$ cat config.mk
export PLATFORM = sky130hd
export DESIGN_NAME = warp_issue_top
export DESIGN_NICKNAME = d
export VERILOG_FILES = /design/src/issue_bundle_pkg.sv /design/src/issue_unit_pkg.sv /design/src/issue_if.sv /design/src/bundle_unpack.sv /design/src/scoreboard_dispatch.sv /design/src/unit_launch.sv /design/src/warp_issue_top.sv
export VERILOG_INCLUDE_DIRS = /design/src
export SDC_FILE = /design/constraint.sdc
export NUM_CORES = 1
export LEC_CHECK = 0
export BUFFER_PORTS_ARGS = -buffer_cell sky130_fd_sc_hd__buf_4
export CORE_AREA = 2 2 227 229
export CTS_BUF_LIST = sky130_fd_sc_hd__clkbuf_4
export DETAILED_ROUTE_END_ITERATION = 8
export DIE_AREA = 0 0 229 231
export PLACE_DENSITY = 0.57
export SLEW_MARGIN = 20
export SYNTH_ARGS = -nofsm -noshare
export SYNTH_HDL_FRONTEND = slang
export SYNTH_SLANG_ARGS = --single-unit
$ cat constraint.sdc
create_clock -name i_clk -period 11.05 [get_ports i_clk]
set_input_delay 1.105 -clock i_clk [delete_from_list [all_inputs] [get_ports i_clk]]
set_output_delay 1.105 -clock i_clk [all_outputs]
set_load 0.02 [all_outputs]
$ cat src/issue_defines.svh
`ifndef ISSUE_DEFINES_SVH
`define ISSUE_DEFINES_SVH

// register file and datapath sizes
`define NUM_REGS 32
`define XLEN 64
`define IMM_W 32
`define BUNDLE_W 133

// control word widths of the two functional units
`define XARITH_CTRL_W 8
`define XLOGIC_CTRL_W 7

// lowest bit of each field in a decoded bundle
// bit 0 of a bundle carries nothing here
`define RADDR_LSB 1
`define IMM_LSB 16
`define PIPE_LSB 48
`define SHARED_LSB 52
`define XARITH_LSB 54
`define XLOGIC_LSB 62
`define PC_LSB 69

// pipeline codes written by the decoder
`define PIPELINE_XARITH 4'd1
`define PIPELINE_XLOGIC 4'd2

`endif

$ cat src/issue_bundle_pkg.sv
`include "issue_defines.svh"

// types for a decoded instruction bundle as it arrives from decode
package issue_bundle_pkg;

    // raw bundle, sliced with the offsets from the defines header
    typedef logic [`BUNDLE_W-1:0] bundle_t;

    // one register address, enough bits to name every register
    typedef logic [$clog2(`NUM_REGS)-1:0] reg_addr_t;

    // one bit per register
    // the scoreboard, the hazard masks and the retire pulses all use this
    typedef logic [`NUM_REGS-1:0] reg_mask_t;

    // immediate after sign extension to the full data width
    typedef logic [`XLEN-1:0] imm_t;

    typedef logic [`XLEN-1:0] pc_t;

    // pipeline code, mapped to a functional unit during unpack
    typedef logic [3:0] pipe_code_t;

    // operand selects shared by both units
    // bit 0 selects op1, bit 1 picks the immediate as op2
    typedef logic [1:0] shared_sel_t;

endpackage

$ cat src/issue_unit_pkg.sv
`include "issue_defines.svh"

// types for the functional units fed by the issue stage
package issue_unit_pkg;

    // target unit of an instruction
    // UNIT_NONE never dispatches and stalls the stage
    typedef enum logic [1:0] {
        UNIT_NONE   = 2'd0,
        UNIT_XARITH = 2'd1,
        UNIT_XLOGIC = 2'd2
    } unit_e;

    // integer arithmetic control word
    // [1:0] opsel, [2] sub, [3] unsigned, [4] cmp_mode,
    // [5] branch_equal, [6] branch_invert, [7] word
    typedef logic [`XARITH_CTRL_W-1:0] xarith_ctrl_t;

    // integer logic control word
    // [2:0] opsel, [3] invert, [5:4] sll, [6] word
    typedef logic [`XLOGIC_CTRL_W-1:0] xlogic_ctrl_t;

endpackage

$ cat src/issue_if.sv
`timescale 1ns/1ps

// one unpacked instruction slot, driven by bundle_unpack
interface slot_if;
    issue_bundle_pkg::reg_addr_t    rs1;
    issue_bundle_pkg::reg_addr_t    rs2;
    issue_bundle_pkg::reg_addr_t    rd;
    issue_bundle_pkg::imm_t         imm;
    issue_bundle_pkg::pc_t          pc;
    issue_unit_pkg::unit_e          unit;
    issue_bundle_pkg::shared_sel_t  shared;
    issue_unit_pkg::xarith_ctrl_t   xarith;
    issue_unit_pkg::xlogic_ctrl_t   xlogic;
    // registers that must be free in the scoreboard before this slot may go
    issue_bundle_pkg::reg_mask_t    mask;
    issue_bundle_pkg::reg_mask_t    rd_mask;

    modport producer (
        output rs1, rs2, rd, imm, pc, unit, shared, xarith, xlogic, mask, rd_mask
    );
    modport consumer (
        input  rs1, rs2, rd, imm, pc, unit, shared, xarith, xlogic, mask, rd_mask
    );
endinterface

// per-unit transfer decision from the scoreboard to the launch registers
interface dispatch_if;
    // a unit takes an instruction this cycle
    logic arith_go;
    logic logic_go;
    // the instruction comes from slot1 rather than slot0
    logic arith_from1;
    logic logic_from1;

    modport source (
        output arith_go, arith_from1, logic_go, logic_from1
    );
    modport sink (
        input  arith_go, arith_from1, logic_go, logic_from1
    );
endinterface

$ cat src/bundle_unpack.sv
`timescale 1ns/1ps
`include "issue_defines.svh"

module bundle_unpack (
    input  issue_bundle_pkg::bundle_t i_bundle,
    slot_if.producer                  o_slot
);
    localparam int AW = $bits(issue_bundle_pkg::reg_addr_t);

    logic [`IMM_W-1:0]              imm_raw;
    issue_bundle_pkg::pipe_code_t   pipe;
    issue_bundle_pkg::reg_addr_t    rs1;
    issue_bundle_pkg::reg_addr_t    rs2;
    issue_bundle_pkg::reg_addr_t    rd;
    issue_bundle_pkg::shared_sel_t  shared;
    issue_bundle_pkg::reg_mask_t    rs2_mask;

    function automatic issue_bundle_pkg::reg_mask_t onehot(
        input issue_bundle_pkg::reg_addr_t addr
    );
        onehot = issue_bundle_pkg::reg_mask_t'(1) << addr;
    endfunction

    // register addresses sit in rs1, rs2, rd order above the unused bit 0
    assign rs1     = i_bundle[`RADDR_LSB +: AW];
    assign rs2     = i_bundle[`RADDR_LSB + AW +: AW];
    assign rd      = i_bundle[`RADDR_LSB + 2 * AW +: AW];
    assign imm_raw = i_bundle[`IMM_LSB +: `IMM_W];
    assign pipe    = i_bundle[`PIPE_LSB +: $bits(issue_bundle_pkg::pipe_code_t)];
    assign shared  = i_bundle[`SHARED_LSB +: $bits(issue_bundle_pkg::shared_sel_t)];

    assign o_slot.rs1    = rs1;
    assign o_slot.rs2    = rs2;
    assign o_slot.rd     = rd;
    assign o_slot.shared = shared;
    assign o_slot.pc     = i_bundle[`PC_LSB +: `XLEN];
    assign o_slot.xarith = i_bundle[`XARITH_LSB +: `XARITH_CTRL_W];
    assign o_slot.xlogic = i_bundle[`XLOGIC_LSB +: `XLOGIC_CTRL_W];

    // decode only carries the low immediate bits, widen them here
    assign o_slot.imm = {{(`XLEN - `IMM_W){imm_raw[`IMM_W-1]}}, imm_raw};

    always_comb begin
        case (pipe)
            `PIPELINE_XARITH: o_slot.unit = issue_unit_pkg::UNIT_XARITH;
            `PIPELINE_XLOGIC: o_slot.unit = issue_unit_pkg::UNIT_XLOGIC;
            default:          o_slot.unit = issue_unit_pkg::UNIT_NONE;
        endcase
    end

    // an immediate op2 never reads rs2, so rs2 drops out of the hazard check
    assign rs2_mask = shared[1] ? '0 : onehot(rs2);

    assign o_slot.rd_mask = onehot(rd);
    assign o_slot.mask    = onehot(rs1) | rs2_mask | onehot(rd);

endmodule

$ cat src/scoreboard_dispatch.sv
`timescale 1ns/1ps

module scoreboard_dispatch (
    input  logic                        i_clk,
    input  logic                        i_rst_n,
    input  logic                        i_input_valid,
    slot_if.consumer                    i_slot0,
    slot_if.consumer                    i_slot1,
    input  logic                        i_xarith_ready,
    input  logic                        i_xlogic_ready,
    input  issue_bundle_pkg::reg_mask_t i_retire0,
    input  issue_bundle_pkg::reg_mask_t i_retire1,
    output logic                        o_input_ready,
    dispatch_if.source                  o_disp
);
    // a set bit marks a register written by an instruction still in flight
    issue_bundle_pkg::reg_mask_t reservation;
    issue_bundle_pkg::reg_mask_t reserve;
    issue_bundle_pkg::reg_mask_t retire;

    // slot0 already went out and only slot1 is still waiting
    logic bundle0_done;

    logic slot0_clear;
    logic slot1_clear;
    logic slot0_unit_rdy;
    logic slot1_unit_rdy;
    logic slot1_pair_hazard;
    logic slot1_unit_free;
    logic slot0_xfer;
    logic slot1_xfer;

    function automatic logic unit_ready(
        input issue_unit_pkg::unit_e unit,
        input logic                  arith_rdy,
        input logic                  logic_rdy
    );
        unit_ready = (unit == issue_unit_pkg::UNIT_XARITH && arith_rdy) ||
                     (unit == issue_unit_pkg::UNIT_XLOGIC && logic_rdy);
    endfunction

    assign slot0_unit_rdy = unit_ready(i_slot0.unit, i_xarith_ready, i_xlogic_ready);
    assign slot1_unit_rdy = unit_ready(i_slot1.unit, i_xarith_ready, i_xlogic_ready);

    // slot0 waits until none of its registers is reserved
    assign slot0_clear = i_input_valid && !bundle0_done &&
                         ((reservation & i_slot0.mask) == '0);
    assign slot0_xfer  = slot0_clear && slot0_unit_rdy;

    // while slot0 is pending its rd is not yet in the reservation, so slot1
    // may neither read nor write that register in the same cycle
    assign slot1_pair_hazard = !bundle0_done && ((i_slot1.mask & i_slot0.rd_mask) != '0);

    // each unit takes at most one instruction per cycle
    assign slot1_unit_free = bundle0_done || (i_slot1.unit != i_slot0.unit);

    // slot1 only goes together with or after slot0 to keep dispatch in order
    assign slot1_clear = i_input_valid && (slot0_xfer || bundle0_done) &&
                         slot1_unit_free && !slot1_pair_hazard &&
                         ((reservation & i_slot1.mask) == '0);
    assign slot1_xfer  = slot1_clear && slot1_unit_rdy;

    // the pair is consumed once slot1 is gone
    assign o_input_ready = slot1_xfer;

    assign o_disp.arith_go    = (slot0_xfer && i_slot0.unit == issue_unit_pkg::UNIT_XARITH) ||
                                (slot1_xfer && i_slot1.unit == issue_unit_pkg::UNIT_XARITH);
    assign o_disp.arith_from1 = slot1_xfer && i_slot1.unit == issue_unit_pkg::UNIT_XARITH;
    assign o_disp.logic_go    = (slot0_xfer && i_slot0.unit == issue_unit_pkg::UNIT_XLOGIC) ||
                                (slot1_xfer && i_slot1.unit == issue_unit_pkg::UNIT_XLOGIC);
    assign o_disp.logic_from1 = slot1_xfer && i_slot1.unit == issue_unit_pkg::UNIT_XLOGIC;

    always_ff @(posedge i_clk or negedge i_rst_n) begin
        if (!i_rst_n) begin
            bundle0_done <= 1'b0;
        end else if (slot1_xfer) begin
            bundle0_done <= 1'b0;
        end else if (slot0_xfer) begin
            bundle0_done <= 1'b1;
        end
    end

    assign retire = i_retire0 | i_retire1;

    // register 0 is hardwired, writes to it never need tracking
    assign reserve = ((slot0_xfer ? i_slot0.rd_mask : '0) |
                      (slot1_xfer ? i_slot1.rd_mask : '0)) &
                     ~issue_bundle_pkg::reg_mask_t'(1);

    // a new reservation overrides a retire of the same register
    always_ff @(posedge i_clk or negedge i_rst_n) begin
        if (!i_rst_n) begin
            reservation <= '0;
        end else begin
            reservation <= (reservation & ~retire) | reserve;
        end
    end

endmodule

$ cat src/unit_launch.sv
`timescale 1ns/1ps

module unit_launch (
    input  logic                         i_clk,
    input  logic                         i_rst_n,
    slot_if.consumer                     i_slot0,
    slot_if.consumer                     i_slot1,
    dispatch_if.sink                     i_disp,
    output logic                         o_xarith_valid,
    output logic                         o_xarith_banksel,
    output logic                         o_xarith_op1_sel,
    output logic                         o_xarith_op2_sel,
    output issue_bundle_pkg::imm_t       o_xarith_imm,
    output issue_bundle_pkg::pc_t        o_xarith_pc,
    output issue_unit_pkg::xarith_ctrl_t o_xarith_ctrl,
    output issue_bundle_pkg::reg_addr_t  o_xarith_rd,
    output logic                         o_xlogic_valid,
    output logic                         o_xlogic_banksel,
    output logic                         o_xlogic_op2_sel,
    output issue_bundle_pkg::imm_t       o_xlogic_imm,
    output issue_unit_pkg::xlogic_ctrl_t o_xlogic_ctrl,
    output issue_bundle_pkg::reg_addr_t  o_xlogic_rd
);
    // valid is high for exactly one cycle after each accepted transfer
    always_ff @(posedge i_clk or negedge i_rst_n) begin
        if (!i_rst_n) begin
            o_xarith_valid <= 1'b0;
            o_xlogic_valid <= 1'b0;
        end else begin
            o_xarith_valid <= i_disp.arith_go;
            o_xlogic_valid <= i_disp.logic_go;
        end
    end

    // banksel tells the unit to use read ports rs3/rs4 of slot1
    always_ff @(posedge i_clk) begin
        if (i_disp.arith_go) begin
            o_xarith_banksel <= i_disp.arith_from1;
            o_xarith_op1_sel <= i_disp.arith_from1 ? i_slot1.shared[0] : i_slot0.shared[0];
            o_xarith_op2_sel <= i_disp.arith_from1 ? i_slot1.shared[1] : i_slot0.shared[1];
            o_xarith_imm     <= i_disp.arith_from1 ? i_slot1.imm       : i_slot0.imm;
            o_xarith_pc      <= i_disp.arith_from1 ? i_slot1.pc        : i_slot0.pc;
            o_xarith_ctrl    <= i_disp.arith_from1 ? i_slot1.xarith    : i_slot0.xarith;
            o_xarith_rd      <= i_disp.arith_from1 ? i_slot1.rd        : i_slot0.rd;
        end
    end

    // the logic unit always takes op1 from rs1, so only op2 has a select
    always_ff @(posedge i_clk) begin
        if (i_disp.logic_go) begin
            o_xlogic_banksel <= i_disp.logic_from1;
            o_xlogic_op2_sel <= i_disp.logic_from1 ? i_slot1.shared[1] : i_slot0.shared[1];
            o_xlogic_imm     <= i_disp.logic_from1 ? i_slot1.imm       : i_slot0.imm;
            o_xlogic_ctrl    <= i_disp.logic_from1 ? i_slot1.xlogic    : i_slot0.xlogic;
            o_xlogic_rd      <= i_disp.logic_from1 ? i_slot1.rd        : i_slot0.rd;
        end
    end

endmodule

$ cat src/warp_issue_top.sv
`timescale 1ns/1ps

module warp_issue_top (
    input  logic                         i_clk,
    input  logic                         i_rst_n,
    input  logic                         i_input_valid,
    output logic                         o_input_ready,
    input  issue_bundle_pkg::bundle_t    i_bundle0,
    input  issue_bundle_pkg::bundle_t    i_bundle1,
    input  issue_bundle_pkg::reg_mask_t  i_inst0_retire,
    input  issue_bundle_pkg::reg_mask_t  i_inst1_retire,
    output issue_bundle_pkg::reg_addr_t  o_rs1_addr,
    output issue_bundle_pkg::reg_addr_t  o_rs2_addr,
    output issue_bundle_pkg::reg_addr_t  o_rs3_addr,
    output issue_bundle_pkg::reg_addr_t  o_rs4_addr,
    output logic                         o_xarith_valid,
    output logic                         o_xarith_banksel,
    output logic                         o_xarith_op1_sel,
    output logic                         o_xarith_op2_sel,
    output issue_bundle_pkg::imm_t       o_xarith_imm,
    output issue_bundle_pkg::pc_t        o_xarith_pc,
    output issue_unit_pkg::xarith_ctrl_t o_xarith_ctrl,
    output issue_bundle_pkg::reg_addr_t  o_xarith_rd,
    input  logic                         i_xarith_ready,
    output logic                         o_xlogic_valid,
    output logic                         o_xlogic_banksel,
    output logic                         o_xlogic_op2_sel,
    output issue_bundle_pkg::imm_t       o_xlogic_imm,
    output issue_unit_pkg::xlogic_ctrl_t o_xlogic_ctrl,
    output issue_bundle_pkg::reg_addr_t  o_xlogic_rd,
    input  logic                         i_xlogic_ready
);
    slot_if     slot0 ();
    slot_if     slot1 ();
    dispatch_if disp ();

    bundle_unpack unpack0_i (
        .i_bundle (i_bundle0),
        .o_slot   (slot0)
    );

    bundle_unpack unpack1_i (
        .i_bundle (i_bundle1),
        .o_slot   (slot1)
    );

    scoreboard_dispatch scoreboard_i (
        .i_clk          (i_clk),
        .i_rst_n        (i_rst_n),
        .i_input_valid  (i_input_valid),
        .i_slot0        (slot0),
        .i_slot1        (slot1),
        .i_xarith_ready (i_xarith_ready),
        .i_xlogic_ready (i_xlogic_ready),
        .i_retire0      (i_inst0_retire),
        .i_retire1      (i_inst1_retire),
        .o_input_ready  (o_input_ready),
        .o_disp         (disp)
    );

    unit_launch launch_i (
        .i_clk            (i_clk),
        .i_rst_n          (i_rst_n),
        .i_slot0          (slot0),
        .i_slot1          (slot1),
        .i_disp           (disp),
        .o_xarith_valid   (o_xarith_valid),
        .o_xarith_banksel (o_xarith_banksel),
        .o_xarith_op1_sel (o_xarith_op1_sel),
        .o_xarith_op2_sel (o_xarith_op2_sel),
        .o_xarith_imm     (o_xarith_imm),
        .o_xarith_pc      (o_xarith_pc),
        .o_xarith_ctrl    (o_xarith_ctrl),
        .o_xarith_rd      (o_xarith_rd),
        .o_xlogic_valid   (o_xlogic_valid),
        .o_xlogic_banksel (o_xlogic_banksel),
        .o_xlogic_op2_sel (o_xlogic_op2_sel),
        .o_xlogic_imm     (o_xlogic_imm),
        .o_xlogic_ctrl    (o_xlogic_ctrl),
        .o_xlogic_rd      (o_xlogic_rd)
    );

    // the register file reads both slots every cycle
    // rs1/rs2 belong to bundle0 and rs3/rs4 to bundle1
    assign o_rs1_addr = slot0.rs1;
    assign o_rs2_addr = slot0.rs2;
    assign o_rs3_addr = slot1.rs1;
    assign o_rs4_addr = slot1.rs2;

endmodule

==> results.cfg <==
[clock_tree]
htreeDepth = 4
clock_latency_ns = 0.76
cts_resized = 0
root_buffer = clkbuf_4
cts_tree = built
clk_path_buf_depth = 2
post_cts_buffers = 0
clkSinkCount = 193
cts_made_buffers = 17
hold_buffers = 0
clk_pin_slew_ns = 0.18

[floorplanning]
die_h_microns = 231
die_area_sq_um = 52900
num_rows = 83
io_pins = 580
die_x_microns = 229
core_area_sq_um = 50700
initial_core_util = 0.242

[synth]
ys_warn_count = 0
syn_area_sq_um = 12300
syn_nets = 1386
async_reset_ff_frac = 0.181
ys.flop_type = edfxtp_1
ys_ff_latch = 193
synth_cell_types = 73
synth_edf_count = 158
synth_cells = 1051
seq_area_frac_synth = 0.457
synth_area_per_cell_sq_um = 11.7

[sta]
layout_min_cycle_time_ns = 5.68
period_share = 0.514
slew_violations = 0
tns_ns = 0
setup_violations = 0
worst_slew_pin_slew_ns = 1.12
slew_headroom = 0.245
rsz0062_at_grt = no
fmax_ghz = 0.176
hold_viol_final = 0
clock_skew_ns = 0.0387

[setup_path]
cp_common_cell = buf_4
path_buf_inv = 5
cp_num_cells = 13
crit_slowest_cell = nand2b_1
critPathArrivalTime_ns = 4.58
cp-end-kind = primary output
rr_endpoint = launch_i.o_xarith_rd[3]$_DFFE_PP_
worst-setup-path-type = input port to primary output
r2r-start = scoreboard_i.bundle0_done$_DFFE_PN0P_
rrSetupSlack_ns = 5.97
reg2reg_depth = 10
path_delay_family = simple AND/OR/NAND/NOR gates
critPathMaxFanout = 31
worstPathRequired_ns = 9.95
max_stage_delay_ns = 0.71
cp-start-kind = input port
path_cells = buf_4 -> nand2b_1 -> o22ai_1 -> a22oi_1 -> o211ai_1 -> or4_1 -> or4_1 -> nor3_2 -> buf_4 -> nand2_1 -> buf_4 -> inv_1 -> buf_4

[power_and_ir_drop]
p_leak_uw = 0.00696
vdd_drop_max_v = 0.0000464
power.total_uw = 1480
power.density_nw_per_um2 = 87.7

[global_routing]
grt_max_degree = 60
grt_usage = 0.224
grt_pass1_vias = 10689
grt-ovfl-total = 0
grt_first_pass_wirelength_mm = 84.3
grt_antenna_before_repair = 1

[detailed_routing]
first_pass_iters = 5
drt_wl_total_mm = 61.1
vias_per_cell = 5.09
drc = 0
dr.first_iter.drc_count = 1031
wl_per_cell_microns = 27.8
ant_nets = 0
via_count = 11188

[finish]
layout_common_cells = buf_4, edfxtp_1, mux2_4, nor2_1, mux2_2
drive_gt1_frac = 0.524
fin_util = 0.333
final_common_cell = buf_4
area_delta_synth_final_pct = 37.2
nets = 1838
instances_no_fill = 2198

[placement]
gp_congestion = 0.994
dp.cells = 2164
port_buffers = 577
dp_hpwl_mm = 46.7

[run]
maxCapViolCount = 0

[min_path]
hold_path_class = input port to async pin

[run_status]
status = complete, no violations
synthesized netlist by cell type (7+ instances only):
| library cell | n | area, sq um |
|---|---|---|
| a22oi_1 | 25 | 188 |
| mux2_1 | 13 | 146 |
| a2111oi_0 | 7 | 61.3 |
| nand3_1 | 25 | 125 |
| o31ai_1 | 29 | 218 |
| mux2_4 | 90 | 1350 |
| and3_1 | 10 | 62.6 |
| o211ai_1 | 15 | 113 |
| o21ai_0 | 34 | 170 |
| clkbuf_1 | 42 | 158 |
| nor3_1 | 10 | 50.1 |
| a31oi_1 | 12 | 75.1 |
| a21oi_1 | 15 | 75.1 |
| nand2_1 | 30 | 113 |
| edfxtp_1 | 158 | 4740 |
| buf_2 | 13 | 65.1 |
| buf_6 | 13 | 146 |
| or3b_2 | 10 | 87.6 |
| nand2b_1 | 11 | 68.8 |
| nor3b_1 | 17 | 128 |
| nor2_1 | 82 | 308 |
| nor2b_1 | 12 | 75.1 |
| mux2_2 | 55 | 619 |
| o22ai_1 | 30 | 188 |
| mux2i_1 | 16 | 160 |
| nand3b_1 | 24 | 180 |
| inv_1 | 7 | 26.3 |
| dfrtp_1 | 35 | 876 |
| buf_4 | 87 | 653 |
| nand4_1 | 13 | 81.3 |
worst max path at each step:
stage / to / start / slack (ns)
floorplan: launch_i.o_xarith_banksel$_DFFE_PP_ / i_bundle0[51] / 4.98
global placement: launch_i.o_xarith_pc[43]$_DFFE_PP_ / i_bundle1[11] / 4.93
detailed placement: launch_i.o_xarith_pc[43]$_DFFE_PP_ / i_bundle1[11] / 4.99
CTS: o_input_ready / i_bundle1[11] / 5.38
global route: o_input_ready / i_bundle0[12] / 5.27
finish: o_input_ready / i_bundle1[11] / 5.37
worst reg2reg max path, cell delays in order (launching register included):
cell and delay [ns]:
dfrtp_1 0.45, or4b_1 0.60, a31oi_1 0.22, nand4_1 0.13, or4b_4 0.55, nor4_4 0.36
nand4b_4 0.28, o21ai_2 0.40, and3_1 0.26, a21o_4 0.64, buf_4 0.85
flip-flops by register name (all words and copies together), names as in the netlist:
register	flops
launch_i.o_xlogic_ctrl	7
launch_i.o_xarith_rd	5
launch_i.o_xarith_op2_sel	1
launch_i.o_xarith_op1_sel	1
launch_i.o_xarith_pc	64
launch_i.o_xlogic_imm	32
launch_i.o_xlogic_valid	1
launch_i.o_xlogic_op2_sel	1
launch_i.o_xarith_banksel	1
scoreboard_i.bundle0_done	1
launch_i.o_xarith_ctrl	8
launch_i.o_xlogic_rd	5
launch_i.o_xarith_imm	32
scoreboard_i.reservation	32
launch_i.o_xlogic_banksel	1
launch_i.o_xarith_valid	1
report_power, final:
group	leakage, uW	internal (uW)	switching (uW)
logic	0.00491	136	135
clock network	0.000147	101	310
registers	0.00190	792	3.67
logic make-up (layout without fill, tap and decap cells):
kind of cell,after synthesis,in the layout,share of synthesized area
AND/OR/NAND/NOR,304,304,0.147
other,0,2,0
flip-flops,193,193,0.457
multiplexers,174,174,0.185
buffers and inverters,163,628,0.0857
AO/OA/AOI/OAI,217,217,0.124
routing by layer:
layer,wire length [microns],vias to the layer above,track usage,share of wire
met5,0,-,0,0
met4,1320,0,0.0574,0.022
met3,4690,70,0.0561,0.077
met2,29100,621,0.362,0.48
met1,25900,5609,0.300,0.42
li1,-,4888,-,-
area by class of cell:
class / count / area, sq um
clock inverters: 15 / 144
repair buffers: 589 / 4440
fillers: 5225 / 33800
multi-input cells: 695 / 5640
diodes: 2 / 5.00
flip-flops and latches: 193 / 5620
clock buffers: 17 / 128
inverters: 7 / 26.3
well taps: 680 / 851
per-stage QoR:
step	setup WS (ns)	hold WS [ns]	area [sq um]
global route	5.27	0.236	16800
detailed placement	4.99	0.615	16600
CTS	5.38	0.201	16800
floorplan	4.98	0.511	12300
finish	5.37	0.314	16900
global placement	4.93	0.592	16500
Note: power is estimated with default switching activity, not from simulation.
